<file path="config.mk">
export PLATFORM = sky130hd
export DESIGN_NAME = fetch_unit
export DESIGN_NICKNAME = d
export VERILOG_FILES = /design/src/fe_pkg.sv /design/src/fetch_unit.sv
export VERILOG_INCLUDE_DIRS = /design/src
export SDC_FILE = /design/constraint.sdc
export NUM_CORES = 1
export LEC_CHECK = 0
export BUFFER_PORTS_ARGS = -buffer_cell sky130_fd_sc_hd__buf_2
export CAP_MARGIN = 20
export CORE_UTILIZATION = 24
export DETAILED_ROUTE_END_ITERATION = 7
export REMOVE_ABC_BUFFERS = 1
export SYNTH_ARGS = -nofsm -noshare
export SYNTH_HDL_FRONTEND = slang
export SYNTH_SLANG_ARGS = --single-unit
</file>
<file path="constraint.sdc">
create_clock -name clk -period 3.22 [get_ports clk]
set_input_delay 0.483 -clock clk [delete_from_list [all_inputs] [get_ports clk]]
set_output_delay 0.483 -clock clk [all_outputs]
set_load 0.01 [all_outputs]
</file>
<file path="src/fe_defines.svh">
// ========================================
// Front end constants
// Memory geometry and the six-bit opcode
// values shared by the decoder and memory
// ========================================

`ifndef FE_DEFINES_SVH
`define FE_DEFINES_SVH

// Instruction memory geometry in words
`define FE_MEM_WORDS   256
`define FE_ADDR_W      8

// Primary opcodes held in bits 5:0 of an instruction word
`define FE_OP_BRK      6'h00
`define FE_OP_NOP      6'h01
`define FE_OP_ALU      6'h02
`define FE_OP_ALUI     6'h04
`define FE_OP_MUL      6'h0C
`define FE_OP_DIV      6'h0D
`define FE_OP_LOAD     6'h10
`define FE_OP_STORE    6'h18
`define FE_OP_BRANCH   6'h20
`define FE_OP_FENCE    6'h30
`define FE_OP_CSR      6'h31
`define FE_OP_POSTFIX  6'h3F

`endif

</file>
<file path="src/fe_pkg.sv">
// ========================================
// Front end types
// Vector types for words, addresses and
// decode fields, and the fetch FSM states
// ========================================

`include "fe_defines.svh"

package fe_pkg;

	// A full instruction or data word as stored in memory
	typedef logic [31:0] word_t;

	// Word address into the instruction memory
	typedef logic [`FE_ADDR_W-1:0] addr_t;

	// Primary opcode field
	typedef logic [5:0] opcode_t;

	// Register number for rt, ra and rb
	typedef logic [4:0] reg_t;

	// Immediate after sign extension or postfix composition
	typedef logic [31:0] imm_t;

	// Instruction length in words, one or two
	typedef logic [1:0] len_t;

	// Fetch sequencer states
	// Each instruction walks REQ0 through STEP once
	typedef enum logic [2:0] {
		IDLE,
		REQ0,
		WAIT0,
		REQ1,
		WAIT1,
		DECODE,
		STEP,
		HALT
	} fetch_state_t;

endpackage

</file>
<file path="src/fetch_unit.sv">
// ========================================
// Fetch unit
// Program counter and sequencer that reads
// each instruction pair, hands it to the
// decoder and steps by the decoded length
// ========================================

`timescale 1ns/1ns

module fetch_unit (
	input  logic          clk,
	input  logic          reset,
	input  logic          run,
	output logic          fetch_req,
	output fe_pkg::addr_t fetch_addr,
	input  logic          fetch_gnt,
	input  logic          fetch_rvalid,
	input  fe_pkg::word_t fetch_rdata,
	output logic          dec_en,
	output fe_pkg::word_t dec_word0,
	output fe_pkg::word_t dec_word1,
	output fe_pkg::addr_t dec_pc,
	input  logic          out_valid,
	input  fe_pkg::len_t  len,
	input  logic          brk,
	output logic          halted
);

	import fe_pkg::*;

	fetch_state_t state_q;
	fetch_state_t state_d;

	// Address of the instruction being fetched
	addr_t pc;
	// Second word address, wrapping at the top of memory
	addr_t pc_plus_one;
	// Address of the following instruction
	addr_t pc_next;

	// Captured instruction pair
	word_t word0_q;
	word_t word1_q;

	assign pc_plus_one = pc + addr_t'(1);
	assign pc_next     = pc + addr_t'(len);

	// ========================================
	// Sequencer
	// ========================================

	always_comb begin
		state_d = state_q;
		unique case (state_q)
			IDLE: begin
				if (run) begin
					state_d = REQ0;
				end
			end
			REQ0: begin
				if (fetch_gnt) begin
					state_d = WAIT0;
				end
			end
			WAIT0: begin
				if (fetch_rvalid) begin
					state_d = REQ1;
				end
			end
			REQ1: begin
				if (fetch_gnt) begin
					state_d = WAIT1;
				end
			end
			WAIT1: begin
				if (fetch_rvalid) begin
					state_d = DECODE;
				end
			end
			DECODE: state_d = STEP;
			STEP: begin
				// A break ends fetch for good, anything else moves on
				if (out_valid) begin
					state_d = brk ? HALT : REQ0;
				end
			end
			HALT: state_d = HALT;
			default: state_d = IDLE;
		endcase
	end

	always_ff @(posedge clk) begin
		if (reset) begin
			state_q <= IDLE;
			pc      <= '0;
		end else begin
			state_q <= state_d;
			if (state_q == STEP && out_valid && !brk) begin
				pc <= pc_next;
			end
		end
	end

	// Each word is taken as it returns from the arbiter
	always_ff @(posedge clk) begin
		if (state_q == WAIT0 && fetch_rvalid) begin
			word0_q <= fetch_rdata;
		end
		if (state_q == WAIT1 && fetch_rvalid) begin
			word1_q <= fetch_rdata;
		end
	end

	// Requests are held as levels while waiting for a grant
	assign fetch_req  = (state_q == REQ0) || (state_q == REQ1);
	assign fetch_addr = (state_q == REQ1) ? pc_plus_one : pc;

	assign dec_en    = (state_q == DECODE);
	assign dec_word0 = word0_q;
	assign dec_word1 = word1_q;
	assign dec_pc    = pc;

	assign halted = (state_q == HALT);

endmodule

</file>
==> results of run 1 <==
-- kinds of logic (layout without fill, tap and decap cells) --
kind of cell,count (synthesis),in the layout,synth area share [%]
DFF,75,75,77.2
and+or+nand+nor,46,46,10.0
buffers and inverters,14,148,2.70
AOI/OAI and AO/OA,10,10,1.89
muxes,9,9,3.97
xor gates and xnor gates,7,7,2.21
adders and majority gates,4,4,2.07
other,0,1,0
-- cells in the mapped netlist (2+ instances only) --
cell type	number	area, um2
edfxtp_1	64	1920
dfxtp_1	11	220
nor2_1	10	37.5
a21oi_1	6	30.0
mux2_2	6	67.6
nor2b_1	6	37.5
buf_2	5	25.0
inv_1	5	18.8
nor4_1	5	31.3
xor2_1	5	43.8
nor3_1	4	20.0
ha_1	3	37.5
nand2_1	3	11.3
nand3_1	3	15.0
o21ai_0	3	15.0
and3_1	2	12.5
buf_6	2	22.5
mux2i_1	2	20.0
nand3b_1	2	15.0
nand4_1	2	12.5
or3_2	2	15.0
xnor2_1	2	17.5
-- registers in the layout, indices dropped and copies added (netlist names) --
name	count
dec_pc	8
dec_word0	32
dec_word1	32
state_q	3
-- power groups by stage --
| stage | Combinational, mW | Sequential, mW | Clock, mW |
|---|---|---|---|
| 6_report | 0.0700 | 1.07 | 0.971 |
| 5_1_grt | 0.0786 | 1.07 | 1.05 |
| 4_1_cts | 0.0717 | 1.07 | 1.00 |
| 3_5_place_dp | 0.0714 | 1.09 | 0 |
| 3_3_place_gp | 0.0682 | 1.09 | 0 |
| 2_1_floorplan | 0.0183 | 1.10 | 0 |
-- final timing paths --
| check | slack [ns] | endpoint | start | depth (start not counted) |
|---|---|---|---|---|
| min | 0.34 | dec_word1[11] | fetch_rdata[11] | 1 |
| max | 0.94 | fetch_addr[7] | state_q[1] | 4 |
| max reg2reg | 1.28 | dec_pc[4] | dec_pc[0] | 5 |
| min reg2reg | 0.57 | dec_pc[0] | dec_pc[0] | 2 |
-- area by class of cell --
| type | instances | area [um2] |
|---|---|---|
| sequential | 75 | 2140 |
| tap | 140 | 175 |
| clock inverter | 7 | 67.6 |
| fill | 1093 | 7180 |
| clock buffer | 9 | 225 |
| inverter | 5 | 18.8 |
| antenna | 1 | 2.50 |
| timing repair buffer | 127 | 646 |
| multi-input combinational | 76 | 569 |
-- metal layers --
layer  vias up  share of wire (%)  track usage [%]
li1        878                  -                -
met1       869                 44             12.5
met2        96                 45             15.6
met3         5                 10             5.51
met4         0               0.99             4.29
met5         -                  0                0
-- through the flow --
stage | utilization (%) | TNS, ns | setup WS [ns]
after detailed placement | 32.2 | 0 | 1.19
after global placement | 32.2 | 0 | 1.24
after floorplan | - | -10.68 | -0.296
after global routing | 34.8 | 0 | 0.717
after CTS | 34.8 | 0 | 0.909
final | 34.9 | 0 | 0.937
-- worst reg2reg max path: cells and delay by family (launching register included) --
kind                     cells  cell delay, ns
adder cells (fa/ha/maj)      2            0.64
buffers and inverters        1            0.06
flip-flops                   1            0.43
multiplexers                 1            0.37
AND/OR/NAND/NOR              1            0.34
-- placed cells by master, fill, tap and decap left out, types with 4 or more instances in the layout --
| cell type | netlist | routed |
|---|---|---|
| mux2_2 | 6 | 6 |
| inv_1 | 5 | 5 |
| dfxtp_1 | 11 | 11 |
| a21oi_1 | 6 | 6 |
| buf_4 | 0 | 4 |
| buf_2 | 5 | 123 |
| nor2_1 | 10 | 10 |
| edfxtp_1 | 64 | 64 |
| nor2b_1 | 6 | 6 |
| clkbuf_16 | 0 | 9 |
| nor4_1 | 5 | 5 |
| xor2_1 | 5 | 5 |
==> out/results.tsv, run 1 <==
stage	metric	value	unit
timing	rsz0062_at_grt	false	
worst_setup_path	crit_family	flip-flops	
timing	final-hold-violation-count	0	
clocking	post_cts_buffers	0	
worst_setup_path	start_kind	flip-flop	
power_and_ir_drop	seqPwrFrac	50.8	%
timing	hold_ws	0.343	ns
place	place_hpwl	4.39	mm
logic_synthesis	synth.distinct_cells	34	
die	ios	124	
power_and_ir_drop	p_int	1.69	mW
detailed_routing	drc	0	
clocking	clk_pin_slew	0.06	ns
timing	min_period	2.28	ns
place	dpl-instance-area	3550	um2
global_route	grt_overflow	0	
worst_setup_path	critPathCaptureType	primary output	
logic_synthesis	ys_seq_area_share	77.2	%
logic_synthesis	async_flop_share	0	%
power_and_ir_drop	switching_power	420	uW
global_route	grt_antenna_before_repair	1	
place	gp_congestion	0.741	
detailed_routing	totalWireLength	6.08	mm
finish	fin_area	3850	um2
power_and_ir_drop	pwr-share-comb	3.3	%
logic_synthesis	synth.avg_cell_area	16.8	um2
timing	max_clock_freq	438	MHz
logic_synthesis	yosys_warnings	0	
finish	final_cells	440	
clocking	cts_hold_buf	0	
clocking	cts_buffers	9	
logic_synthesis	ys_seq_elements	75	
worst_setup_path	path_buf_inv	1	
timing	setup_viol	0	
logic_synthesis	synthCells	165	
timing	finalCritPeriodShare	70.9	%
power_and_ir_drop	irDropWorstVdd	0.258	mV
die	dieWidth	110	um
die	fp-row-count	38	
clocking	post_cts_resized	0	
clocking	cts_tree	done	
timing	slew_headroom	69.1	%
logic_synthesis	syn_area	2780	um2
clocking	clock_path_buffers	2	
detailed_routing	dr.pass1.iters	4	
worst_setup_path	cp_slowest_cell	dfxtp_1	
power_and_ir_drop	cellLeakagePower	1.56	nW
worst_setup_path	path_cells	nand3b_1 > nor3_1 > xor2_1 > buf_2	
timing	maxSlewViolCount	0	
clocking	root_buffer	clkbuf_16	
detailed_routing	viasPerCell	4.20	
power_and_ir_drop	power_density	550	nW/um2
clocking	h-tree-depth	3	
worst_setup_path	worst_ep_required_time	2.74	ns
die	core-area	11000	um2
finish	syn_to_final_growth	38.5	%
worst_setup_path	crit_arrival	1.80	ns
run_status	status	complete, no violations	
place	port_buffers	123	
clocking	cts_sinks	75	
worst_setup_path	cpPeakStageDelay	0.61	ns
timing	worstMarginPinSlew	0.463	ns
logic_synthesis	synth_edf_count	64	
global_route	grt_pass1_vias	1724	
die	dieArea	12000	um2
logic_synthesis	synth_flop_cell	edfxtp_1	
global_route	grt_pass1_wl	8.97	mm
global_route	track_usage	10.4	%
power_and_ir_drop	p_clk_share	45.9	%
die	initial_core_util	25.2	%
detailed_routing	drtIter0Drc	62	
worst_setup_path	path_max_fanout	12	
die	die_h	110	um
power_and_ir_drop	total_power	2.12	mW
detailed_routing	post_drt_wl_per_cell	13.8	um
power_and_ir_drop	swShare	19.9	%
detailed_routing	routed-via-count	1848	
timing	fin_worst_skew	0.00755	ns
finish	drive_above_1_share	52.5	%
place	place_inst	423	
detailed_routing	ant_nets	0	
worst_hold_path	holdCritPathClass	in2reg	
clocking	clk_latency	0.33	ns
finish	fin_nets	339	
global_route	grt_max_degree	24	
worst_setup_path	criticalPathCategory	reg2out	
job	drv_cap	0	
No activity file was read; power rests on OpenSTA's default activity.
==> inputs of run 2 (changes only) <==
Clock period 3.22 ns to 2.2 ns, I/O delays scaled along.
==> run 2 against run 1 <==
Worst hold slack got worse by 0.15 ns. Via count rose by 0.49%. Critical path depth did not move. Routed wire length shrank 0.53%. Sequential cell count unchanged. Cell area increased by 1.1%. Setup slack worse by 0.73 ns. Cell count is 0.23% higher.
==> out/results.tsv, run 2 (synthesis results as in run 1) <==
stage	metric	value	unit	change
run_status	status	complete, no violations		unchanged
detailed_routing	ant_nets	0		unchanged
global_route	grt_pass1_wl	9.40	mm	was 8.97 mm
finish	syn_to_final_growth	40.0	%	was 38.5%
clocking	h-tree-depth	3		unchanged
timing	finalCritPeriodShare	90.7	%	
timing	worstMarginPinSlew	0.433	ns	was 0.463 ns
place	port_buffers	123		unchanged
timing	max_clock_freq	501	MHz	
detailed_routing	routed-via-count	1857		was 1848
detailed_routing	post_drt_wl_per_cell	13.7	um	was 13.8 um
finish	fin_nets	340		was 339
finish	final_common_cell	buf_2		unchanged
global_route	grt_antenna_before_repair	1		unchanged
timing	setup_viol	0		unchanged
place	dpl-instance-area	3550	um2	unchanged
timing	setup_slack	0.204	ns	was 0.937 ns
finish	final_cell_mix	buf_2 (123), edfxtp_1 (64), nor2_1 (10), clkbuf_16 (9), dfxtp_1 (9)		was buf_2 (123), edfxtp_1 (64), dfxtp_1 (11), nor2_1 (10), clkbuf_16 (9)
timing	fin_worst_skew	0.00619	ns	was 0.00755 ns
detailed_routing	drc	0		unchanged
global_route	grt_pass1_vias	1871		was 1724
timing	slew_headroom	71.1	%	was 69.1%
worst_setup_path	critPathCaptureType	primary output		unchanged
timing	min_period	2.00	ns	
clocking	cts_sinks	75		unchanged
worst_setup_path	crit_arrival	1.67	ns	was 1.80 ns
finish	nFillCells	1089		was 1093
global_route	track_usage	10.6	%	was 10.4%
die	ios	124		unchanged
clocking	clk_latency	0.33	ns	about the same
detailed_routing	dr.pass1.iters	4		unchanged
clocking	cts_tree	done		unchanged
die	dieWidth	110	um	unchanged
clocking	cts_buffers	9		unchanged
detailed_routing	drtIter0Drc	63		was 62
place	place_inst	423		unchanged
worst_setup_path	path_max_fanout	11		was 12
timing	maxSlewViolCount	0		unchanged
power_and_ir_drop	cellLeakagePower	1.59	nW	was 1.56 nW
worst_setup_path	start_kind	flip-flop		unchanged
finish	fin_area	3890	um2	was 3850 um2
power_and_ir_drop	irDropWorstVdd	0.349	mV	was 0.258 mV
worst_setup_path	worst_ep_required_time	1.87	ns	was 2.74 ns
die	initial_core_util	25.2	%	unchanged
global_route	grt_max_degree	23		was 24
timing	rsz0062_at_grt	false		unchanged
clocking	clock_path_buffers	2		unchanged
die	fp-row-count	38		unchanged
die	die_h	110	um	unchanged
clocking	cts_hold_buf	0		unchanged
die	core-area	11000	um2	unchanged
job	drv_cap	0		unchanged
die	dieArea	12000	um2	unchanged
worst_setup_path	criticalPathCategory	reg2out		unchanged
global_route	grt_overflow	0		unchanged
clocking	clk_pin_slew	0.06	ns	about the same
place	place_hpwl	4.44	mm	was 4.39 mm
detailed_routing	viasPerCell	4.21		was 4.20
timing	final-hold-violation-count	0		unchanged
finish	final_util	35.2	%	was 34.9%
worst_setup_path	r2r_slack	0.29	ns	was 1.28 ns
finish	final_cells	441		was 440
finish	drive_above_1_share	53.7	%	was 52.5%
worst_hold_path	holdCritPathClass	in2reg		unchanged
clocking	root_buffer	clkbuf_16		unchanged
place	dp_slack	0.280	ns	was 1.19 ns
place	gp_congestion	0.736		was 0.741
detailed_routing	totalWireLength	6.05	mm	was 6.08 mm
power_and_ir_drop	power_density	833	nW/um2	was 550 nW/um2
[run 2: changes by cell type in the layout (fill, tap and decap cells not counted)]
cell        change
clkinv_1        -1
inv_6           +2
dfxtp_1         -2
bufinv_16       +1
clkinvlp_4      -1
buf_4           +1
dfxtp_2         +2
clkinv_2        -1
[run 2: timing repair]
action | CTS | global route
endpoints found under the hold margin | 0 | 0
endpoints found under the setup margin | 0 | 2
resized for setup | 0 | 2
setup buffers | 0 | 1
[run 2: final timing paths]
| kind | from | end | cells after the start |
|---|---|---|---|
| setup / recovery | state_q[2] | fetch_addr[7] | 4 |
| hold / removal | fetch_rdata[31] | dec_word1[31] | 1 |
| setup reg to reg | dec_pc[0] | dec_pc[4] | 5 |
| hold reg to reg | dec_pc[0] | dec_pc[0] | 2 |
[run 2: cell type report]
cell class / instances / area, um2 / share of cell area (%)
timing repair buffer: 128 / 653 / 16.8
antenna: 1 / 2.50 / 0.0644
clock buffer: 9 / 225 / 5.79
inverter: 5 / 18.8 / 0.483
clock inverter: 7 / 98.8 / 2.54
multi-input combinational: 76 / 569 / 14.6
tap: 140 / 175 / 4.51
sequential: 75 / 2140 / 55.2
[run 2: power by group]
| part | switching, mW | internal (mW) |
|---|---|---|
| clock network | 0.562 | 1.00 |
| logic | 0.0536 | 0.0492 |
| registers | 0.0124 | 1.56 |
[run 2: per-stage QoR]
| step | power (mW) | hold slack, ns | TNS (ns) |
|---|---|---|---|
| 3_5_place_dp | 1.71 | 0.524 | 0 |
| 5_1_grt | 3.36 | 0.173 | 0 |
| 4_1_cts | 3.29 | 0.175 | 0 |
| 6_report | 3.24 | 0.191 | 0 |
| 2_1_floorplan | 1.63 | 0.399 | -75.96 |
| 3_3_place_gp | 1.70 | 0.519 | 0 |
[run 2: critical path, cell delays in order (launching register included)]
cell      delay [ns]
dfxtp_1         0.44
nand3b_1        0.30
nor3_1          0.28
xor2_1          0.17
buf_2           0.15
[run 2: routing by layer]
layer	up-vias	global-route usage [%]	routed length [um]
met5	-	0	0
met4	0	5.33	82
met3	11	3.68	609
met2	99	17.0	2780
met1	867	12.5	2580
li1	880	-	-
