### config.mk
export PLATFORM = sky130hd
export DESIGN_NAME = mem_arbiter
export DESIGN_NICKNAME = d
export VERILOG_FILES = /design/src/fe_pkg.sv /design/src/mem_arbiter.sv
export VERILOG_INCLUDE_DIRS = /design/src
export SDC_FILE = /design/constraint.sdc
export NUM_CORES = 1
export LEC_CHECK = 0
export BUFFER_PORTS_ARGS = -buffer_cell sky130_fd_sc_hd__buf_2
export CAP_MARGIN = 30
export CORE_AREA = 4 4 73 75
export DETAILED_ROUTE_END_ITERATION = 16
export DIE_AREA = 0 0 77 79
export PLACE_DENSITY = 0.68
export SLEW_MARGIN = 20
export SYNTH_ARGS = -nofsm -noshare
export SYNTH_HDL_FRONTEND = slang
export SYNTH_SLANG_ARGS = --single-unit
### constraint.sdc
create_clock -name clk -period 1.4 [get_ports clk]
set_clock_uncertainty 0.15 [all_clocks]
set_input_delay 0.07 -clock clk [delete_from_list [all_inputs] [get_ports clk]]
set_output_delay 0.07 -clock clk [all_outputs]
set_load 0.01 [all_outputs]
### src/fe_defines.svh
// ========================================
// Front end constants
// Memory geometry and the six-bit opcode
// values shared by the decoder and memory
// ========================================

`ifndef FE_DEFINES_SVH
`define FE_DEFINES_SVH

// Instruction memory geometry in words
`define FE_MEM_WORDS   256
`define FE_ADDR_W      8

// Primary opcodes held in bits 5:0 of an instruction word
`define FE_OP_BRK      6'h00
`define FE_OP_NOP      6'h01
`define FE_OP_ALU      6'h02
`define FE_OP_ALUI     6'h04
`define FE_OP_MUL      6'h0C
`define FE_OP_DIV      6'h0D
`define FE_OP_LOAD     6'h10
`define FE_OP_STORE    6'h18
`define FE_OP_BRANCH   6'h20
`define FE_OP_FENCE    6'h30
`define FE_OP_CSR      6'h31
`define FE_OP_POSTFIX  6'h3F

`endif

### src/fe_pkg.sv
// ========================================
// Front end types
// Vector types for words, addresses and
// decode fields, and the fetch FSM states
// ========================================

`include "fe_defines.svh"

package fe_pkg;

	// A full instruction or data word as stored in memory
	typedef logic [31:0] word_t;

	// Word address into the instruction memory
	typedef logic [`FE_ADDR_W-1:0] addr_t;

	// Primary opcode field
	typedef logic [5:0] opcode_t;

	// Register number for rt, ra and rb
	typedef logic [4:0] reg_t;

	// Immediate after sign extension or postfix composition
	typedef logic [31:0] imm_t;

	// Instruction length in words, one or two
	typedef logic [1:0] len_t;

	// Fetch sequencer states
	// Each instruction walks REQ0 through STEP once
	typedef enum logic [2:0] {
		IDLE,
		REQ0,
		WAIT0,
		REQ1,
		WAIT1,
		DECODE,
		STEP,
		HALT
	} fetch_state_t;

endpackage

### src/mem_arbiter.sv
// ========================================
// Instruction memory arbiter
// Round-robin choice between fetch and the
// load port, with read data routed back
// to whichever side issued the read
// ========================================

`timescale 1ns/1ns

module mem_arbiter (
	input  logic          clk,
	input  logic          reset,
	input  logic          fetch_req,
	input  fe_pkg::addr_t fetch_addr,
	output logic          fetch_gnt,
	output logic          fetch_rvalid,
	output fe_pkg::word_t fetch_rdata,
	input  logic          load_req,
	input  logic          load_we,
	input  fe_pkg::addr_t load_addr,
	input  fe_pkg::word_t load_wdata,
	output logic          load_gnt,
	output logic          load_rvalid,
	output fe_pkg::word_t load_rdata,
	output logic          mem_en,
	output logic          mem_we,
	output fe_pkg::addr_t mem_addr,
	output fe_pkg::word_t mem_wdata,
	input  fe_pkg::word_t mem_rdata
);

	// Set when the load port received the most recent grant
	logic last_load;
	// Owner of the read that is in flight this cycle
	logic rd_fetch_q;
	logic rd_load_q;

	// ========================================
	// Grant selection
	// ========================================

	// The load port wins unless fetch also asks and load had the last turn
	assign load_gnt  = load_req & (~fetch_req | ~last_load);
	assign fetch_gnt = fetch_req & ~load_gnt;

	// The memory is driven by whichever side holds the grant
	assign mem_en    = load_gnt | fetch_gnt;
	assign mem_we    = load_gnt & load_we;
	assign mem_addr  = load_gnt ? load_addr : fetch_addr;
	assign mem_wdata = load_wdata;

	always_ff @(posedge clk) begin
		if (reset) begin
			last_load  <= 1'b0;
			rd_fetch_q <= 1'b0;
			rd_load_q  <= 1'b0;
		end else begin
			if (mem_en) begin
				last_load <= load_gnt;
			end
			// Writes take a grant but return nothing
			rd_fetch_q <= fetch_gnt;
			rd_load_q  <= load_gnt & ~load_we;
		end
	end

	// Read data goes only to the side that owns the returning read
	assign fetch_rvalid = rd_fetch_q;
	assign load_rvalid  = rd_load_q;
	assign fetch_rdata  = rd_fetch_q ? mem_rdata : '0;
	assign load_rdata   = rd_load_q ? mem_rdata : '0;

endmodule

==> results.yml, run 1 <==
drt:
  routed_wl_um: 3960
  viasPerCell: 4.02
  via_count: 1251
  drc_errors: 0
  wire_per_inst_um: 12.7
  antenna_left: 0
  dr.pass1.iters: 2
  drt_iter0_drc: 12
critical_path:
  crit_path_start_kind: "register"
  ff2ff_setup_slack_ns: 0.40
  crit_fanout: 10
  critPathKind: "reg2out"
  crit_chain: "a21boi_4 > buf_12 > mux2_4 > buf_6"
  end_kind: "output pin"
  slowest_stage: "dfxtp_2"
  critPathArrivalTime_ns: 1.28
  cpPeakStageDelay_ns: 0.33
  critPathRequiredTime_ns: 1.18
  timing.rr.start: "last_load"
  r2r_cells: 2
  r2r_end: "fetch_rvalid"
worst_hold_path:
  holdCritPathClass: "in2reg"
  hold_end: "fetch_rvalid"
  hp-start: "fetch_req"
  whs_path_depth: 2
global_routing:
  grt_max_degree: 23
  grt_pass1_vias: 1364
  overflow: 0
  grt_pass1_wl_um: 6200
  antenna_found_initial: 0
  grt_use_total: 0.123
logic_synthesis:
  synthTopCellsByCount: "and2_1, buf_4, mux2_4, clkbuf_1, dfxtp_1"
  yosysMostFrequentCell: "and2_1"
  synth_fp_nets: 208
  yosysTopAreaCellShare: 0.448
  syn_area_um2: 921
  yosysSeqAreaShare: 0.0652
  synth.area.top_cells: "and2_1, buf_4, mux2_4"
  yosys.cell_types.count: 14
  synth_fa_ha_area_frac: 0
  synth_warnings: 0
  synth_compound_area_frac: 0.0177
  post_synth.cell_area_avg_um2: 7.49
  synth_edf_count: 0
  yosysTopAreaCell: "and2_1"
  async_flop_share: 0
  ys_ff_latch: 3
  yosys.area_share.simple: 0.493
  synth-xor-area-share: 0
  synthMuxAreaShare: 0.126
  synth_flop_cell: "dfxtp_1"
  synth_cells: 123
  synth_top_family_by_area: "simple AND/OR/NAND/NOR gates"
die:
  start_util: 0.198
  die_y_um: 79
  core_um2: 4660
  die_area_um2: 6080
  placementRows: 25
  ios: 195
  fp.dieW_um: 77
clock_tree:
  numCtsBuffers: 3
  clock_path_buffers: 2
  clk_pin_slew_ns: 0.03
  cts_max_level: 1
  cts_tree: "yes"
  insertion_delay_ns: 0.22
  clockRootBuffer: "clkbuf_8"
  clock_sinks: 3
  cts_setup_buffers: 0
sta:
  rsz0062_at_grt: "yes"
  hold_viol_final: 0
  layout_setup_ws_ns: -0.102
  tightest_slew_ns: 0.161
  fin_crit_sh: 1.07
  setup_tns_ns: -0.784
  max_freq_mhz: 666
  finalMaxSlewViolations: 0
  finalSetupViolations: 8
  period_minus_slack_ns: 1.50
  relSlewSlack: 0.893
pwr:
  p_leak_nw: 1.13
  peakVddDrop_mv: 0.436
  powerDensity_nw_per_um2: 443
final_layout:
  multiInputGateArea_um2: 598
  drive_above_1_share: 0.584
  diodes: 0
  fillers: 456
  area_growth_pct: 102
  nets: 343
  fin_cells: 311
  register_area_um2: 61.3
  final_core_util: 0.400
status:
  outcome: "finished, violations left"
  violations: "negative setup slack"
placed_design:
  port_buffers: 130
  hpwl_um: 2870
  place_congestion: 0.701
  placedCellCount: 273
run:
  cap_violations: 0
## layout by cell type (no fill, tap or decap), drive strengths merged
master and n:
nor3b 1, dlygate4sd3 34, or2b 1, and3b 1, nand2b 1, a21boi 1, or2 1, mux2 8
buf 135, a21oi 1, and2 66, dfxtp 3, clkbuf 4
## cells by family (layout without fill, tap and decap cells)
family / Yosys count / after routing
compound gates: 2 / 2
buf+inv: 39 / 173
flops: 3 / 3
mux: 8 / 8
simple gates: 71 / 71
## critical path: cells and delay by family (launching register included)
| kind | cells | cell delay, ns |
|---|---|---|
| mux | 1 | 0.31 |
| buf+inv | 2 | 0.27 |
| flops | 1 | 0.33 |
| compound gates | 1 | 0.15 |
## flip-flops by register name, summed over array words and instances (netlist names)
register,flops
fetch_rvalid,1
load_rvalid,1
last_load,1
## report_power, final
group / switching, W / total [W] / internal, W
Combinational: 0.000202 / 0.000477 / 0.000274
Sequential: 0.00000364 / 0.0000951 / 0.0000914
Clock: 0.0000585 / 0.000253 / 0.000194
Total: 0.000264 / 0.000825 / 0.000560
## stage by stage
| stage | hold slack (ns) | power, W | cell area, µm² | worst slack, ns |
|---|---|---|---|---|
| after global routing | 0.0473 | 0.000891 | 1860 | -0.152 |
| after floorplan | -0.0112 | 0.000347 | 921 | 0.228 |
| after detailed placement | -0.00993 | 0.000434 | 1420 | 0.0512 |
| final | 0.0362 | 0.000825 | 1860 | -0.102 |
| after global placement | -0.00993 | 0.000427 | 1420 | 0.0719 |
| after CTS | 0.00888 | 0.000834 | 1860 | -0.142 |
## repair_timing
action | in CTS | in global routing
endpoints found under the setup margin | 8 | 9
hold buffers | 34 | 0
endpoints found under the hold margin | 34 | 0
gates resized for setup | 10 | 1
pin swaps | 0 | 0
## per-layer routing
metal	part of all wire	wire, µm	GRT usage	vias up
li1	-	-	-	609
met1	0.31	1250	0.118	535
met2	0.55	2160	0.240	105
met3	0.14	545	0.0499	2
met4	0.0025	10	0.0391	0
met5	0	0	0	-
## worst max path at each step
stage,start,slack (ns),cells after the start,endpoint
finish,last_load,-0.10,4,mem_addr[0]
global route,last_load,-0.15,4,mem_addr[0]
global placement,last_load,0.07,4,mem_addr[7]
CTS,last_load,-0.14,4,mem_addr[7]
detailed placement,last_load,0.05,4,mem_addr[7]
floorplan,last_load,0.23,3,mem_addr[0]
## final cells by class
class,instances,area share
sequential,3,0.0329
multi-input combinational,81,0.321
timing repair buffer,169,0.586
clock buffer,4,0.0242
tap,54,0.0363
No activity file was read; power rests on OpenSTA's default activity.
==> run 2: changes to the inputs <==
--- a/config.mk
+++ b/config.mk
@@ -12,6 +12,7 @@
 export DETAILED_ROUTE_END_ITERATION = 16
 export DIE_AREA = 0 0 77 79
 export PLACE_DENSITY = 0.68
+export SETUP_SLACK_MARGIN = 0.15
 export SLEW_MARGIN = 20
 export SYNTH_ARGS = -nofsm -noshare
 export SYNTH_HDL_FRONTEND = slang
==> run 2 against run 1 <==
Effect of this change:
- the run still ends with negative setup slack left
- combinational power grew 12%
- non-clock buffer count increased by 6
- power increased by 7.2%
- die area did not move
- hold slack improved by 0.012 ns
- flip-flop and latch count is the same
- critical endpoint unchanged
- largest power group unchanged
==> results.yml, run 2 (synthesis gave the netlist of run 1 again) <==
status:
  outcome: "finished, violations left"
  violations: "negative setup slack"
placed_design:
  hpwl_um: 2870
  place_congestion: 0.701
  placedCellCount: 273
  port_buffers: 130
global_routing:
  antenna_found_initial: 0
  overflow: 0
  grt_use_total: 0.125
  grt_pass1_wl_um: 6270
  grt_pass1_vias: 1360
  grt_max_degree: 23
drt:
  drc_errors: 0
  viasPerCell: 4.13
  antenna_left: 0
  dr.pass1.iters: 4
  wire_per_inst_um: 14.5
  drt_iter0_drc: 14
  via_count: 1310
  routed_wl_um: 4600
die:
  die_area_um2: 6080
  placementRows: 25
  core_um2: 4660
  fp.dieW_um: 77
  die_y_um: 79
  start_util: 0.198
  ios: 195
final_layout:
  area_growth_pct: 123
  diodes: 0
  multiInputGateArea_um2: 628
  nets: 349
  drive_above_1_share: 0.646
  fin_cells: 317
  register_area_um2: 68.8
  final_common_cell: "buf_2"
  fillers: 447
  final_cell_mix: "buf_2, and2_1, dlygate4sd3_1, buf_6, and2_4"
critical_path:
  critPathKind: "reg2out"
  critPathTopFamily: "flip-flops"
  critPathRequiredTime_ns: 1.18
  end_kind: "output pin"
  cpPeakStageDelay_ns: 0.33
  crit_chain: "a21boi_4 > buf_12 > mux2_4 > buf_6"
  critPathBufInv: 2
  crit_path_start_kind: "register"
  crit_fanout: 10
  critPathArrivalTime_ns: 1.30
  slowest_stage: "dfxtp_2"
pwr:
  peakVddDrop_mv: 0.427
  powerDensity_nw_per_um2: 430
  p_leak_nw: 1.20
sta:
  finalSetupViolations: 8
  rsz0062_at_grt: "yes"
  fin_crit_sh: 1.09
  layout_setup_ws_ns: -0.123
  setup_tns_ns: -0.940
  period_minus_slack_ns: 1.52
  relSlewSlack: 0.896
  hold_viol_final: 0
  max_freq_mhz: 657
  tightest_slew_ns: 0.156
  finalMaxSlewViolations: 0
clock_tree:
  numCtsBuffers: 3
  insertion_delay_ns: 0.22
  clock_sinks: 3
  clockRootBuffer: "clkbuf_8"
  clk_pin_slew_ns: 0.03
  cts_max_level: 1
  cts_tree: "yes"
  clock_path_buffers: 2
run:
  cap_violations: 0
worst_hold_path:
  holdCritPathClass: "in2reg"
## run 2: cell count changes in the layout (fill, tap and decap cells not counted)
cell,change
buf_6,+17
and2_4,+12
and2_1,-12
dfxtp_4,+2
buf_8,+2
dfxtp_1,-2
buf_2,-13
## run 2: worst paths after layout
path | startpoint | to | slack [ns] | cells past startpoint
worst max-delay path | last_load | mem_addr[0] | -0.12 | 4
worst min-delay path | fetch_req | fetch_rvalid | 0.05 | 2
worst max register to register | last_load | fetch_rvalid | 0.19 | 4
worst min register to register | last_load | last_load | 0.37 | 2
## run 2: routing by layer
layer / wire (µm) / track usage
met2: 2540 / 0.246
met1: 1510 / 0.116
met4: 10 / 0.0391
met5: 0 / 0
met3: 542 / 0.0522
## run 2: repair_timing
item / 4_1_cts / 5_1_grt
hold buffers: 34 / 0
endpoints found under the hold margin: 34 / 0
resized for setup: 12 / 46
pin swaps: 1 / 0
endpoints found under the setup margin: 14 / 55
gates cloned: 0 / 4
buffers inserted: 1 / 1
## run 2: cell type report
type                    instances  area share
well taps                      54      0.0328
multi-input cells              81       0.305
repair buffers                175       0.606
clock buffers                   4      0.0219
flip-flops and latches          3      0.0335
## run 2: metrics by stage
step	total power, W	utilization	area [µm²]	hold WS, ns	setup slack, ns
6_report	0.000884	0.441	2060	0.0480	-0.123
5_1_grt	0.000950	0.441	2060	0.0516	-0.167
4_1_cts	0.000839	0.401	1870	0.00917	-0.142
3_5_place_dp	0.000434	0.304	1420	-0.00993	0.0512
3_3_place_gp	0.000427	0.304	1420	-0.00993	0.0719
2_1_floorplan	0.000347	-	921	-0.0112	0.228
## run 2: where the power goes
part           internal (W)  total [W]  switching, W  leakage, nW
sequential        0.0000897  0.0000983    0.00000857       0.0264
clock              0.000194   0.000253     0.0000583       0.0228
combinational      0.000316   0.000533      0.000217         1.15
total              0.000600   0.000884      0.000284         1.20
==> run 3: changes to the inputs <==
--- a/config.mk
+++ b/config.mk
@@ -9,6 +9,7 @@
 export BUFFER_PORTS_ARGS = -buffer_cell sky130_fd_sc_hd__buf_2
 export CAP_MARGIN = 30
 export CORE_AREA = 4 4 73 75
+export CTS_BUF_LIST = sky130_fd_sc_hd__clkbuf_16
 export DETAILED_ROUTE_END_ITERATION = 16
 export DIE_AREA = 0 0 77 79
 export PLACE_DENSITY = 0.68
==> run 3 against run 2 <==
Effect of this change:
- the run still ends with negative setup slack left
- die area stayed put
- sequential share of layout area shrank 0.16 points
- combinational power increased by 3.9%
- sequential power up 1%
- utilization up 2.3 points
- critical path depth unchanged
- design area up 5.2%
- highest routed layer unchanged
- largest power group unchanged
==> results.yml, run 3 (synthesis gave the netlist of run 1 again) <==
status:
  outcome: "finished, violations left"
  violations: "negative setup slack"
die:
  ios: 195
  placementRows: 25
  core_um2: 4660
  die_y_um: 79
  start_util: 0.198
  die_area_um2: 6080
  fp.dieW_um: 77
run:
  cap_violations: 0
sta:
  period_minus_slack_ns: 1.53
  finalSetupViolations: 8
  rsz0062_at_grt: "yes"
  tightest_slew_ns: 0.153
  relSlewSlack: 0.898
  setup_tns_ns: -0.991
  max_freq_mhz: 655
  hold_viol_final: 0
  finalMaxSlewViolations: 0
  layout_setup_ws_ns: -0.127
  fin_crit_sh: 1.09
final_layout:
  final_common_cell: "buf_2"
  area_growth_pct: 135
  final_core_util: 0.464
  nets: 352
  final_cell_mix: "buf_2, and2_1, buf_6, dlygate4sd3_1, and2_4"
  drive_above_1_share: 0.677
  diodes: 0
critical_path:
  startpoint: "last_load"
  timing.rr.start: "last_load"
  critPathArrivalTime_ns: 1.31
  crit_path_start_kind: "register"
  crit_fanout: 10
  r2r_cells: 4
  r2r_end: "fetch_rvalid"
  end_kind: "output pin"
  critPathKind: "reg2out"
  crit_chain: "a21boi_4 > buf_12 > mux2_4 > buf_6"
  cpPeakStageDelay_ns: 0.33
  critPathRequiredTime_ns: 1.18
  slowest_stage: "dfxtp_2"
  ff2ff_setup_slack_ns: 0.19
drt:
  via_count: 1335
  antenna_left: 0
  drc_errors: 0
  drt_iter0_drc: 12
  dr.pass1.iters: 4
  routed_wl_um: 4840
  wire_per_inst_um: 15.1
  viasPerCell: 4.17
worst_hold_path:
  hp-start: "fetch_req"
  hold_end: "fetch_rvalid"
  whs_path_depth: 2
  holdCritPathClass: "in2reg"
clock_tree:
  clk_pin_slew_ns: 0.03
  cts_tree: "yes"
  clock_sinks: 3
  clockRootBuffer: "clkbuf_16"
  cts_max_level: 1
  numCtsBuffers: 3
  insertion_delay_ns: 0.22
  clock_path_buffers: 2
pwr:
  powerDensity_nw_per_um2: 508
  peakVddDrop_mv: 0.590
  p_leak_nw: 1.25
global_routing:
  overflow: 0
  grt_max_degree: 23
  grt_pass1_vias: 1361
  grt_use_total: 0.123
  grt_pass1_wl_um: 6200
  antenna_found_initial: 0
placed_design:
  hpwl_um: 2870
  port_buffers: 130
  place_ws_ns: 0.0512
  place_congestion: 0.701
-- run 3: critical path: cells and delay by family, from the launching register on --
family	cells	cell delay, ns
flops	1	0.33
mux	1	0.31
buf+inv	2	0.28
compound gates	1	0.17
-- run 3: timing repair --
item / 4_1_cts / 5_1_grt
endpoints found under the hold margin: 34 / 0
hold buffers: 34 / 0
pin swaps: 1 / 9
gates cloned: 0 / 7
setup buffers: 1 / 1
setup endpoints to repair: 15 / 62
resized for setup: 13 / 61
-- run 3: metrics by stage --
stage          hold WS (ns)  area (µm²)  power [W]  std cells
6_report             0.0410        2160    0.00110        320
3_3_place_gp       -0.00993        1420   0.000427        273
5_1_grt              0.0497        2160    0.00116        320
4_1_cts             0.00384        1910    0.00104        312
3_5_place_dp       -0.00993        1420   0.000434        273
2_1_floorplan       -0.0112         921   0.000347        123
-- run 3: how the worst max path moves through the flow --
| stage | end | slack (ns) | cells past startpoint |
|---|---|---|---|
| floorplan | mem_addr[0] | 0.23 | 3 |
| global placement | mem_addr[7] | 0.07 | 4 |
| detailed placement | mem_addr[7] | 0.05 | 4 |
| CTS | mem_addr[7] | -0.15 | 4 |
| global route | mem_addr[0] | -0.17 | 4 |
| finish | mem_addr[0] | -0.13 | 4 |
-- run 3: area by class of cell --
class	count	area [µm²]
clock inverter	1	3.75
sequential	3	68.8
tap	54	67.6
fill	424	2500
timing repair buffer	178	1300
multi-input combinational	81	646
clock buffer	3	75.1
-- run 3: metal layers --
layer	up-vias	GRT usage	part of all wire
met5	-	0	0
met4	0	0.0391	0.0021
met3	2	0.0522	0.11
met2	107	0.240	0.56
met1	595	0.115	0.33
li1	631	-	-
-- run 3: report_power, final --
| part | total, W | internal [W] | switching, W |
|---|---|---|---|
| Combinational | 0.000554 | 0.000331 | 0.000223 |
| Clock | 0.000446 | 0.000368 | 0.0000781 |
| Sequential | 0.0000993 | 0.0000898 | 0.00000951 |
| Total | 0.00110 | 0.000789 | 0.000310 |
