--- config.mk ---
export PLATFORM = sky130hd
export DESIGN_NAME = instr_decoder
export DESIGN_NICKNAME = d
export VERILOG_FILES = /design/src/fe_pkg.sv /design/src/instr_decoder.sv
export VERILOG_INCLUDE_DIRS = /design/src
export SDC_FILE = /design/constraint.sdc
export NUM_CORES = 1
export LEC_CHECK = 0
export CORE_MARGIN = 10
export CORE_UTILIZATION = 60
export CTS_CLUSTER_DIAMETER = 40
export DETAILED_ROUTE_END_ITERATION = 8
export DONT_BUFFER_PORTS = 1
export PLACE_DENSITY = 0.85
export SLEW_MARGIN = 20
export SYNTH_ARGS = -nofsm -noshare
export SYNTH_HDL_FRONTEND = slang
export SYNTH_SLANG_ARGS = --single-unit
--- constraint.sdc ---
create_clock -name clk -period 2.2 [get_ports clk]
set_clock_uncertainty 0.1 [all_clocks]
set_input_delay 0.33 -clock clk [delete_from_list [all_inputs] [get_ports clk]]
set_output_delay 0.33 -clock clk [all_outputs]
set_load 0.02 [all_outputs]
--- src/fe_defines.svh ---
// ========================================
// Front end constants
// Memory geometry and the six-bit opcode
// values shared by the decoder and memory
// ========================================

`ifndef FE_DEFINES_SVH
`define FE_DEFINES_SVH

// Instruction memory geometry in words
`define FE_MEM_WORDS   256
`define FE_ADDR_W      8

// Primary opcodes held in bits 5:0 of an instruction word
`define FE_OP_BRK      6'h00
`define FE_OP_NOP      6'h01
`define FE_OP_ALU      6'h02
`define FE_OP_ALUI     6'h04
`define FE_OP_MUL      6'h0C
`define FE_OP_DIV      6'h0D
`define FE_OP_LOAD     6'h10
`define FE_OP_STORE    6'h18
`define FE_OP_BRANCH   6'h20
`define FE_OP_FENCE    6'h30
`define FE_OP_CSR      6'h31
`define FE_OP_POSTFIX  6'h3F

`endif

--- src/fe_pkg.sv ---
// ========================================
// Front end types
// Vector types for words, addresses and
// decode fields, and the fetch FSM states
// ========================================

`include "fe_defines.svh"

package fe_pkg;

	// A full instruction or data word as stored in memory
	typedef logic [31:0] word_t;

	// Word address into the instruction memory
	typedef logic [`FE_ADDR_W-1:0] addr_t;

	// Primary opcode field
	typedef logic [5:0] opcode_t;

	// Register number for rt, ra and rb
	typedef logic [4:0] reg_t;

	// Immediate after sign extension or postfix composition
	typedef logic [31:0] imm_t;

	// Instruction length in words, one or two
	typedef logic [1:0] len_t;

	// Fetch sequencer states
	// Each instruction walks REQ0 through STEP once
	typedef enum logic [2:0] {
		IDLE,
		REQ0,
		WAIT0,
		REQ1,
		WAIT1,
		DECODE,
		STEP,
		HALT
	} fetch_state_t;

endpackage

--- src/instr_decoder.sv ---
// ========================================
// Instruction decoder
// Splits an instruction and its optional
// immediate postfix into fields and class
// flags, registered when enabled
// ========================================

`timescale 1ns/1ns

`include "fe_defines.svh"

module instr_decoder (
	input  logic            clk,
	input  logic            reset,
	input  logic            en,
	input  fe_pkg::word_t   word0,
	input  fe_pkg::word_t   word1,
	input  fe_pkg::addr_t   pc,
	output logic            out_valid,
	output fe_pkg::addr_t   out_pc,
	output fe_pkg::opcode_t opcode,
	output fe_pkg::reg_t    rt,
	output fe_pkg::reg_t    ra,
	output fe_pkg::reg_t    rb,
	output fe_pkg::imm_t    imm,
	output logic            has_imm,
	output fe_pkg::len_t    len,
	output logic            alu,
	output logic            mul,
	output logic            div,
	output logic            load,
	output logic            store,
	output logic            branch,
	output logic            backbr,
	output logic            fence,
	output logic            csr,
	output logic            brk,
	output logic            nop,
	output logic            illegal
);

	import fe_pkg::*;

	opcode_t op;
	imm_t    imm_d;
	len_t    len_d;
	logic    pfx1;
	logic    has_imm_d;
	logic    alu_d;
	logic    mul_d;
	logic    div_d;
	logic    load_d;
	logic    store_d;
	logic    branch_d;
	logic    fence_d;
	logic    csr_d;
	logic    brk_d;
	logic    nop_d;
	logic    illegal_d;

	assign op   = word0[5:0];
	// The second word only counts when it carries the postfix opcode
	assign pfx1 = (word1[5:0] == `FE_OP_POSTFIX);

	// ========================================
	// Opcode classes
	// ========================================

	always_comb begin
		alu_d     = 1'b0;
		mul_d     = 1'b0;
		div_d     = 1'b0;
		load_d    = 1'b0;
		store_d   = 1'b0;
		branch_d  = 1'b0;
		fence_d   = 1'b0;
		csr_d     = 1'b0;
		brk_d     = 1'b0;
		nop_d     = 1'b0;
		illegal_d = 1'b0;
		case (op)
			`FE_OP_ALU,
			`FE_OP_ALUI:   alu_d    = 1'b1;
			`FE_OP_MUL:    mul_d    = 1'b1;
			`FE_OP_DIV:    div_d    = 1'b1;
			`FE_OP_LOAD:   load_d   = 1'b1;
			`FE_OP_STORE:  store_d  = 1'b1;
			`FE_OP_BRANCH: branch_d = 1'b1;
			`FE_OP_FENCE:  fence_d  = 1'b1;
			`FE_OP_CSR:    csr_d    = 1'b1;
			`FE_OP_BRK:    brk_d    = 1'b1;
			`FE_OP_NOP:    nop_d    = 1'b1;
			// A postfix on its own, or an unused value, does nothing
			default: begin
				illegal_d = 1'b1;
				nop_d     = 1'b1;
			end
		endcase
	end

	// Only these classes take an immediate operand
	assign has_imm_d = (op == `FE_OP_ALUI) || (op == `FE_OP_LOAD) ||
		(op == `FE_OP_STORE) || (op == `FE_OP_BRANCH);

	// A postfix supplies the upper 21 bits above the in-word field
	always_comb begin
		if (has_imm_d && pfx1) begin
			imm_d = {word1[26:6], word0[31:21]};
			len_d = 2'd2;
		end else begin
			imm_d = {{21{word0[31]}}, word0[31:21]};
			len_d = 2'd1;
		end
	end

	// ========================================
	// Output registers
	// ========================================

	always_ff @(posedge clk) begin
		if (reset) begin
			out_valid <= 1'b0;
		end else begin
			out_valid <= en;
		end
	end

	always_ff @(posedge clk) begin
		if (en) begin
			out_pc  <= pc;
			opcode  <= op;
			rt      <= word0[10:6];
			ra      <= word0[15:11];
			rb      <= word0[20:16];
			imm     <= imm_d;
			has_imm <= has_imm_d;
			len     <= len_d;
			alu     <= alu_d;
			mul     <= mul_d;
			div     <= div_d;
			load    <= load_d;
			store   <= store_d;
			branch  <= branch_d;
			// Backward when the final immediate is negative
			backbr  <= branch_d & imm_d[31];
			fence   <= fence_d;
			csr     <= csr_d;
			brk     <= brk_d;
			nop     <= nop_d;
			illegal <= illegal_d;
		end
	end

endmodule

==> run_results.csv, run 1 <==
group,metric,value,unit
status,outcome,"finished, final reports clean",
global_routing,grt_pass1_vias,1555,
final_layout,multi_input_area,460,sq um
die,die_w,89.0,microns
timing,timing.fmax,571,MHz
clocking,cts.sinks,77,
final_layout,stdcell_area,3520,sq um
drt,drcViolationCount,0,
global_routing,grt_max_degree,78,
synthesis,async_reset_ff_share,0,%
timing,fin_hold_ws,0.0235,ns
drt,firstDrtPassIters,4,
synthesis,yosys_warnings,0,
global_routing,antenna_found_initial,0,
drt,totalWireLength,7.12,mm
min_path,hold_start,"en",
timing,tns,0,ns
power,power_density,938,nW/um^2
final_layout,area_growth,23.3,%
timing,fin_crit,1.75,ns
timing,worst_pin_slew,0.978,ns
clocking,cts_buffers,9,
min_path,holdPathStages,0,
power,p_leak,1.31,nW
die,core_area,4660,sq um
place,dpl_cell_area,2850,sq um
die,initial_core_util,61.3,%
synthesis,yosysSeqAreaShare,80.5,%
final_layout,final_cells,260,
setup_path,cp_slowest_stage_delay,0.58,ns
clocking,path_clk_slew,0.07,ns
setup_path,cp-end-kind,"flip-flop",
global_routing,track_usage,16.9,%
clocking,h-tree-depth,3,
global_routing,overflow,0,
synthesis,synth-main-ff-cell,"edfxtp_1",
die,io_pins,152,
drt,wl_per_cell,27.4,microns
die,die-height,89.0,microns
power,power,0.00331,W
place,dp.cells,201,
final_layout,diodes,0,
drt,avgViaCountPerCell,5.96,
place,portBuffers,0,
drt,drt_iter0_markers,109,
die,rows,25,
clocking,cts_root_buf,"clkbuf_8",
place,gp_congestion,0.664,
synthesis,synth.avg_cell_area,18.3,sq um
timing,fin_crit_sh,79.6,%
setup_path,cp.required,2.18,ns
synthesis,synth_edf_count,76,
setup_path,cp_slowest_cell,"or4b_1",
flow_run,drv_cap,0,
drt,drtAntennaViolNets,0,
setup_path,cp-startpoint,"word0[5]",
timing,drv_slew,0,
timing,setup_viol,0,
global_routing,met2_usage,29.8,%
timing,report.final.hold_viol_count,0,
place,dp_hpwl,4.43,mm
setup_path,path_max_fanout,20,
clocking,tritoncts,"done",
min_path,worstHoldPathType,"input port to flip-flop",
synthesis,netlist_area,2860,sq um
final_layout,nets,276,
global_routing,met3_usage,7.75,%
setup_path,start_kind,"input port",
die,die-area,7930,sq um
synthesis,synth-seq-cells,77,
global_routing,grt_pass1_wl,9.62,mm
synthesis,netlist-cell-type-count,34,
final_layout,nFillCells,267,
timing,relSlewSlack,34.6,%
setup_path,arrival,1.73,ns
synthesis,netlist_instances,156,
synthesis,syn_nets,231,
global_routing,grt_use_met1,16.7,%
final_layout,drive_gt1_share,10.7,%
setup_path,cp_cell_sequence,"or4b_1, a311oi_4, a21boi_2, buf_12, a21o_1",
timing,rsz0062_at_grt,"false",
drt,vias,1550,
setup_path,crit_type,"input port to flip-flop",
final_layout,seq_area,2300,sq um
clocking,cts_resized,0,
power,ir_worst_vdd,0.594,mV
clocking,clk_path_buf_depth,2,
global_routing,top_usage_layer,"met2",
==> power by group <==
part / leakage, nW / switching, W / internal [W]
Combinational: 0.441 / 0.0000484 / 0.0000823
Clock: 0.120 / 0.000484 / 0.000756
Sequential: 0.749 / 0.000195 / 0.00174
Total: 1.31 / 0.000727 / 0.00258
==> worst paths after layout <==
check                 slack, ns   endpoint
worst max-delay path       0.45    imm[17]
worst min-delay path       0.02  out_pc[3]
==> layout by cell type (no fill, tap or decap), types with 2 or more instances in the layout <==
cell / instances
nand2_1: 4
nor3_1: 3
clkbuf_8: 9
nor2_1: 11
nand2b_1: 3
nand3_1: 3
bufinv_16: 3
a21o_1: 21
edfxtp_1: 76
a21oi_1: 2
nor4_1: 2
clkinv_4: 2
dlygate4sd3_1: 43
==> cell families after synthesis <==
family / Yosys count / share of synthesized area, %
AO/OA/AOI/OAI: 28 / 7.83
XOR/XNOR: 1 / 0.306
buffers and inverters: 11 / 3.37
flip-flops: 77 / 80.5
multiplexers: 2 / 0.744
AND/OR/NAND/NOR: 37 / 7.22
==> metal layers <==
layer	vias to the layer above	share of wire, %
li1	684	-
met4	0	1.5
met3	6	11
met1	767	35
met2	93	52
met5	-	0
==> Yosys cell counts (all sizes together), types with 2 or more instances <==
cell	instances	area (sq um)
a21o	21	158
a21oi	2	10.0
and3	2	13.8
buf	8	85.1
clkbuf	2	7.51
edfxtp	76	2280
nand2	4	15.0
nand2b	3	18.8
nand3	3	15.0
nor2	11	41.3
nor3	3	15.0
nor4	2	12.5
or4b	2	23.8
==> critical path, delay by kind of cell <==
family / cells / cell delay (ns)
AO/OA/AOI/OAI: 3 / 0.63
AND/OR/NAND/NOR: 1 / 0.58
buffers and inverters: 1 / 0.18
==> sequential cells by signal (all words and copies together) (netlist names), 2 cells and up <==
register  count
rb            5
opcode        6
ra            5
len           2
imm          32
rt            5
out_pc        8
==> stage by stage <==
| stage | setup WS (ns) | util (%) |
|---|---|---|
| 2_1_floorplan | 0.139 | - |
| 3_3_place_gp | 0.163 | 61.2 |
| 5_1_grt | 0.413 | 75.6 |
| 3_5_place_dp | 0.132 | 61.2 |
| 4_1_cts | 0.469 | 75.2 |
| 6_report | 0.449 | 75.6 |
==> cell type report <==
type / count / area share (%)
timing repair buffer: 44 / 12.8
sequential: 77 / 65.3
inverter: 1 / 0.106
tap: 54 / 1.92
clock inverter: 6 / 3.19
clock buffer: 10 / 3.62
multi-input combinational: 68 / 13.1
==> what timing repair did <==
action / CTS / global route
hold buffers: 41 / 2
hold endpoints to repair: 41 / 9
setup buffers: 0 / 0
Note: power is estimated with default switching activity, not from simulation.
==> run 2, diff against run 1 <==
--- a/config.mk
+++ b/config.mk
@@ -7,11 +7,11 @@
 export NUM_CORES = 1
 export LEC_CHECK = 0
 export CORE_MARGIN = 10
-export CORE_UTILIZATION = 60
+export CORE_UTILIZATION = 55
 export CTS_CLUSTER_DIAMETER = 40
 export DETAILED_ROUTE_END_ITERATION = 8
 export DONT_BUFFER_PORTS = 1
-export PLACE_DENSITY = 0.85
+export PLACE_DENSITY = 0.82
 export SLEW_MARGIN = 20
 export SYNTH_ARGS = -nofsm -noshare
 export SYNTH_HDL_FRONTEND = slang
==> constraint.sdc (replaced) <==
create_clock -name clk -period 1.45 [get_ports clk]
set_clock_uncertainty 0.1 [all_clocks]
set_input_delay 0.2175 -clock clk [delete_from_list [all_inputs] [get_ports clk]]
set_output_delay 0.2175 -clock clk [all_outputs]
set_load 0.02 [all_outputs]
==> run 2 against run 1 <==
Net effect:
- the run now ends with negative hold slack, negative setup slack left
- die area up 7.0%
- critical path depth stayed put
- combinational power up 85%
- global-route usage grew 1.5 points
- sequential share of layout area fell by 4.7 points
- hold slack got worse by 0.13 ns
- routed wire length is 11% higher
- sequential power rose by 52%
- non-clock buffer count grew 25
- clock-buffer cell count is 1 higher
==> run_results.csv, run 2 (synthesis results as in run 1) <==
group,metric,value,unit
status,outcome,"finished, violations left",
status,failed_checks,"negative hold slack, negative setup slack",
final_layout,layout_common_cells,"edfxtp_1, dlygate4sd3_1, a21o_1, nor2_1, clkbuf_8",
timing,worst_pin_slew,0.416,ns
place,gp_congestion,0.725,
final_layout,final_cells,302,
die,die-area,8480,sq um
global_routing,track_usage,18.4,%
min_path,worstHoldPathType,"input port to flip-flop",
power,p_leak,1.43,nW
clocking,cts.sinks,77,
clocking,tritoncts,"done",
final_layout,final_common_cell,"edfxtp_1",
setup_path,crit_type,"input port to flip-flop",
final_layout,seq_area,2300,sq um
power,ir_worst_vdd,0.897,mV
final_layout,area_growth,32.7,%
timing,rsz0062_at_grt,"true",
clocking,cts_root_buf,"clkbuf_8",
die,core_area,5070,sq um
setup_path,cp_slowest_cell,"or4b_4",
timing,timing.fmax,646,MHz
setup_path,path_max_fanout,12,
drt,vias,1701,
die,die-height,92.1,microns
drt,firstDrtPassIters,4,
final_layout,multi_input_area,473,sq um
setup_path,cp-endpoint,"imm[19]",
timing,report.final.hold_viol_count,76,
timing,fin_crit_sh,107,%
die,initial_core_util,56.3,%
global_routing,grt_pass1_vias,1776,
final_layout,drive_gt1_share,12.9,%
place,dp.cells,222,
final_layout,diodes,0,
place,dp_hpwl,4.97,mm
clocking,path_clk_slew,0.07,ns
timing,tns,-1.47,ns
drt,drt_iter0_markers,130,
drt,wl_per_cell,26.2,microns
final_layout,final_util,74.8,%
setup_path,cp.required,1.44,ns
die,io_pins,152,
setup_path,cp-startpoint,"word0[3]",
clocking,cts_buffers,9,
drt,wl_met3,867,microns
clocking,clk_path_buf_depth,2,
drt,wl_met1,2.74,mm
timing,setup_viol,22,
place,portBuffers,0,
timing,timing.final.ws_setup,-0.0989,ns
drt,totalWireLength,7.93,mm
clocking,h-tree-depth,3,
timing,relSlewSlack,72.2,%
drt,avgViaCountPerCell,5.63,
min_path,hold_start,"en",
drt,drcViolationCount,0,
global_routing,overflow,0,
timing,fin_crit,1.55,ns
global_routing,grt_max_degree,78,
timing,fin_hold_ws,-0.108,ns
power,power_density,1350,nW/um^2
setup_path,start_kind,"input port",
die,die_w,92.1,microns
global_routing,grt_pass1_wl,11.6,mm
place,place_ws,-0.473,ns
global_routing,antenna_found_initial,0,
setup_path,cp_slowest_stage_delay,0.54,ns
final_layout,reg.largest.list,"imm (32), out_pc (8), opcode (6)",
final_layout,nFillCells,301,
setup_path,arrival,1.54,ns
drt,drtAntennaViolNets,0,
timing,drv_slew,0,
setup_path,cp_cell_sequence,"or4b_4, a311oi_4, a21boi_2, buf_6, a21o_1",
die,rows,26,
drt,wl_met2,4.18,mm
drt,maxUsedRoutingLayer,"met4",
final_layout,nets,302,
setup_path,cp-end-kind,"flip-flop",
final_layout,largest_reg_flops,32,
final_layout,registers.top_by_ff_count,"imm",
power,power,0.00513,W
flow_run,drv_cap,0,
clocking,holdBufCountCts,62,
-- run 2: cell count changes in the layout (fill, tap and decap cells not counted), sizes merged --
cell	previous run	this run
dlygate4sd3	43	62
buf	1	7
clkinv	3	0
and2	1	2
clkbuf	10	11
clkinvlp	0	1
inv	1	2
-- run 2: how the worst min path moves through the flow --
| stage | to | slack (ns) | cells past startpoint |
|---|---|---|---|
| final | opcode[4] | -0.11 | 0 |
| after floorplan | out_valid | 0.19 | 1 |
| after detailed placement | out_valid | 0.19 | 1 |
| after CTS | alu | -0.12 | 0 |
| after global routing | alu | -0.13 | 0 |
| after global placement | out_valid | 0.19 | 1 |
-- run 2: per-stage QoR --
stage	hold WS, ns	area [sq um]
global route	-0.127	3790
global placement	0.190	2900
finish	-0.108	3790
floorplan	0.189	2870
detailed placement	0.191	2900
CTS	-0.122	3790
-- run 2: layer usage --
layer,track usage (%),up-vias
met5,0,-
met4,7.84,0
met3,8.72,12
met2,32.0,122
met1,18.3,830
li1,-,737
-- run 2: critical path, delay by kind of cell --
family                 cells  cell delay, ns
AND/OR/NAND/NOR            1            0.54
buffers and inverters      1            0.16
AO/OA/AOI/OAI              3            0.61
-- run 2: layout make-up --
cell class	count	area share (%)
Timing Repair Buffer	69	17.9
Inverter	1	0.0989
Sequential cell	77	60.7
Clock buffer	11	3.73
Tap cell	70	2.31
Clock inverter	5	2.80
Multi-Input combinational cell	69	12.5
-- run 2: timing repair --
item	4_1_cts	5_1_grt
resized for setup	3	0
gates cloned	1	0
setup buffers	1	0
pin swaps	4	1
endpoints found under the hold margin	142	76
setup endpoints to repair	20	22
-- run 2: report_power, final --
part	switching [W]	total, W	leakage [nW]	internal (W)
clock	0.000745	0.00194	0.120	0.00120
combinational	0.0000777	0.000242	0.555	0.000164
sequential	0.000300	0.00294	0.749	0.00264
total	0.00112	0.00513	1.43	0.00400
==> run 3, diff against run 2 <==
--- a/config.mk
+++ b/config.mk
@@ -7,11 +7,11 @@
 export NUM_CORES = 1
 export LEC_CHECK = 0
 export CORE_MARGIN = 10
-export CORE_UTILIZATION = 55
+export CORE_UTILIZATION = 60
 export CTS_CLUSTER_DIAMETER = 40
 export DETAILED_ROUTE_END_ITERATION = 8
 export DONT_BUFFER_PORTS = 1
-export PLACE_DENSITY = 0.82
+export PLACE_DENSITY = 0.85
 export SLEW_MARGIN = 20
 export SYNTH_ARGS = -nofsm -noshare
 export SYNTH_HDL_FRONTEND = slang
==> constraint.sdc (replaced) <==
create_clock -name clk -period 1.7 [get_ports clk]
set_clock_uncertainty 0.1 [all_clocks]
set_input_delay 0.255 -clock clk [delete_from_list [all_inputs] [get_ports clk]]
set_output_delay 0.255 -clock clk [all_outputs]
set_load 0.02 [all_outputs]
==> run 3 against run 2 <==
Net effect:
- the run ends with negative hold slack left
- utilization is 4.5 points higher
- final area is 2.7% lower
- via count decreased by 4.6%
- worst setup slack better by 0.18 ns
- hold slack better by 0.041 ns
- sequential power is 15% lower
- highest routed layer unchanged
==> run_results.csv, run 3 (synthesis results as in run 1) <==
group,metric,value,unit
timing,timing.final.ws_setup,0.0821,ns
die,die-area,7930,sq um
status,failed_checks,"negative hold slack",
place,dp_hpwl,4.74,mm
place,dp.cells,202,
setup_path,cp.required,1.80,ns
clocking,cts_buffers,9,
power,netSwitchingFraction,22.8,%
global_routing,grt_pass1_vias,1613,
final_layout,stdcell_area,3690,sq um
timing,setup_viol,0,
power,power_density,1130,nW/um^2
setup_path,path_max_fanout,20,
place,place_ws,-0.241,ns
final_layout,drive_gt1_share,10.7,%
clocking,tritoncts,"done",
global_routing,grt_max_degree,78,
drt,wl_per_cell,27.4,microns
timing,fin_crit_sh,95.2,%
timing,drv_slew,0,
power,pwr-share-clk,35.0,%
drt,drtAntennaViolNets,0,
status,outcome,"finished, violations left",
clocking,clk_path_buf_depth,2,
final_layout,largest_reg_flops,32,
setup_path,crit_type,"input port to flip-flop",
setup_path,arrival,1.72,ns
setup_path,start_kind,"input port",
power,p_seq_share,60.3,%
final_layout,nets,295,
timing,worst_pin_slew,0.289,ns
power,ir_worst_vdd,0.817,mV
drt,vias,1623,
timing,report.final.hold_viol_count,76,
drt,firstDrtPassIters,4,
power,power_switching,0.000948,W
clocking,path_clk_slew,0.07,ns
die,die-height,89.0,microns
die,die_w,89.0,microns
power,p_leak,1.38,nW
power,p_comb_share,4.7,%
global_routing,grt_pass1_wl,10.1,mm
die,io_pins,152,
timing,fin_crit,1.62,ns
final_layout,final_common_cell,"edfxtp_1",
clocking,cts_resized,0,
die,rows,25,
timing,fin_hold_ws,-0.0666,ns
final_layout,reg.largest.list,"imm (32), out_pc (8), opcode (6)",
place,portBuffers,0,
timing,relSlewSlack,80.8,%
place,gp_congestion,0.649,
flow_run,drv_cap,0,
global_routing,track_usage,18.2,%
final_layout,final_cells,280,
clocking,h-tree-depth,3,
setup_path,cp-end-kind,"flip-flop",
final_layout,layout_common_cells,"edfxtp_1, dlygate4sd3_1, a21o_1, nor2_1, clkbuf_8",
global_routing,overflow,0,
drt,avgViaCountPerCell,5.80,
global_routing,antenna_found_initial,1,
drt,totalWireLength,7.68,mm
die,core_area,4660,sq um
final_layout,registers.top_by_ff_count,"imm",
min_path,worstHoldPathType,"input port to flip-flop",
clocking,cts_root_buf,"clkbuf_8",
place,dpl_cell_area,2870,sq um
die,initial_core_util,61.3,%
timing,rsz0062_at_grt,"false",
drt,drt_iter0_markers,116,
timing,timing.fmax,618,MHz
drt,drcViolationCount,0,
timing,tns,0,ns
clocking,cts.sinks,77,
power,p_int,0.00321,W
final_layout,area_growth,29.2,%
## run 3: cell types whose count changed in the layout (fill, tap and decap cells not counted), sizes merged
cell / change
buf: -5
clkinvlp: +2
and2: -1
bufinv: -1
clkbuf: -1
clkinv: +1
diode: +1
dlygate4sd3: -1
inv: -1
## run 3: cell type report
type                       count  area (sq um)
sequential                    77          2300
tap                           54          67.6
clock inverter                 6          87.6
clock buffer                  10           128
multi-input combinational     68           464
timing repair buffer          63           638
fill                         240           967
antenna                        1          2.50
inverter                       1          3.75
## run 3: through the flow
step                total power, W  util [%]
detailed placement         0.00263      61.5
global placement           0.00262      61.5
CTS                        0.00414      76.6
floorplan                  0.00259         -
global route               0.00430      79.2
finish                     0.00416      79.2
## run 3: path summary, 6_finish.rpt
check / start / end / slack [ns] / depth (start not counted)
max: word0[4] / imm[23] / 0.08 / 5
min: en / alu / -0.07 / 0
## run 3: layer usage
layer | GRT usage [%] | up-vias | part of all wire (%)
li1 | - | 721 | -
met1 | 18.6 | 779 | 36
met2 | 30.7 | 114 | 51
met3 | 8.39 | 9 | 12
met4 | 9.25 | 0 | 1.5
met5 | 0 | - | 0
## run 3: critical path: stages
cell and delay, ns:
or4b_4 0.54, a311oi_4 0.31, buf_4 0.17, and2_4 0.27, a21o_1 0.17
## run 3: power groups by stage
stage                     Clock (W)  Combinational [W]  Sequential [W]
after detailed placement          0          0.0000748         0.00255
after CTS                   0.00146           0.000170         0.00251
after global placement            0          0.0000699         0.00255
after global routing        0.00156           0.000210         0.00252
after floorplan                   0          0.0000856         0.00251
final                       0.00146           0.000194         0.00251
## run 3: what timing repair did
action,4_1_cts,5_1_grt
buffers inserted,0,0
hold buffers,49,12
hold endpoints to repair,125,86
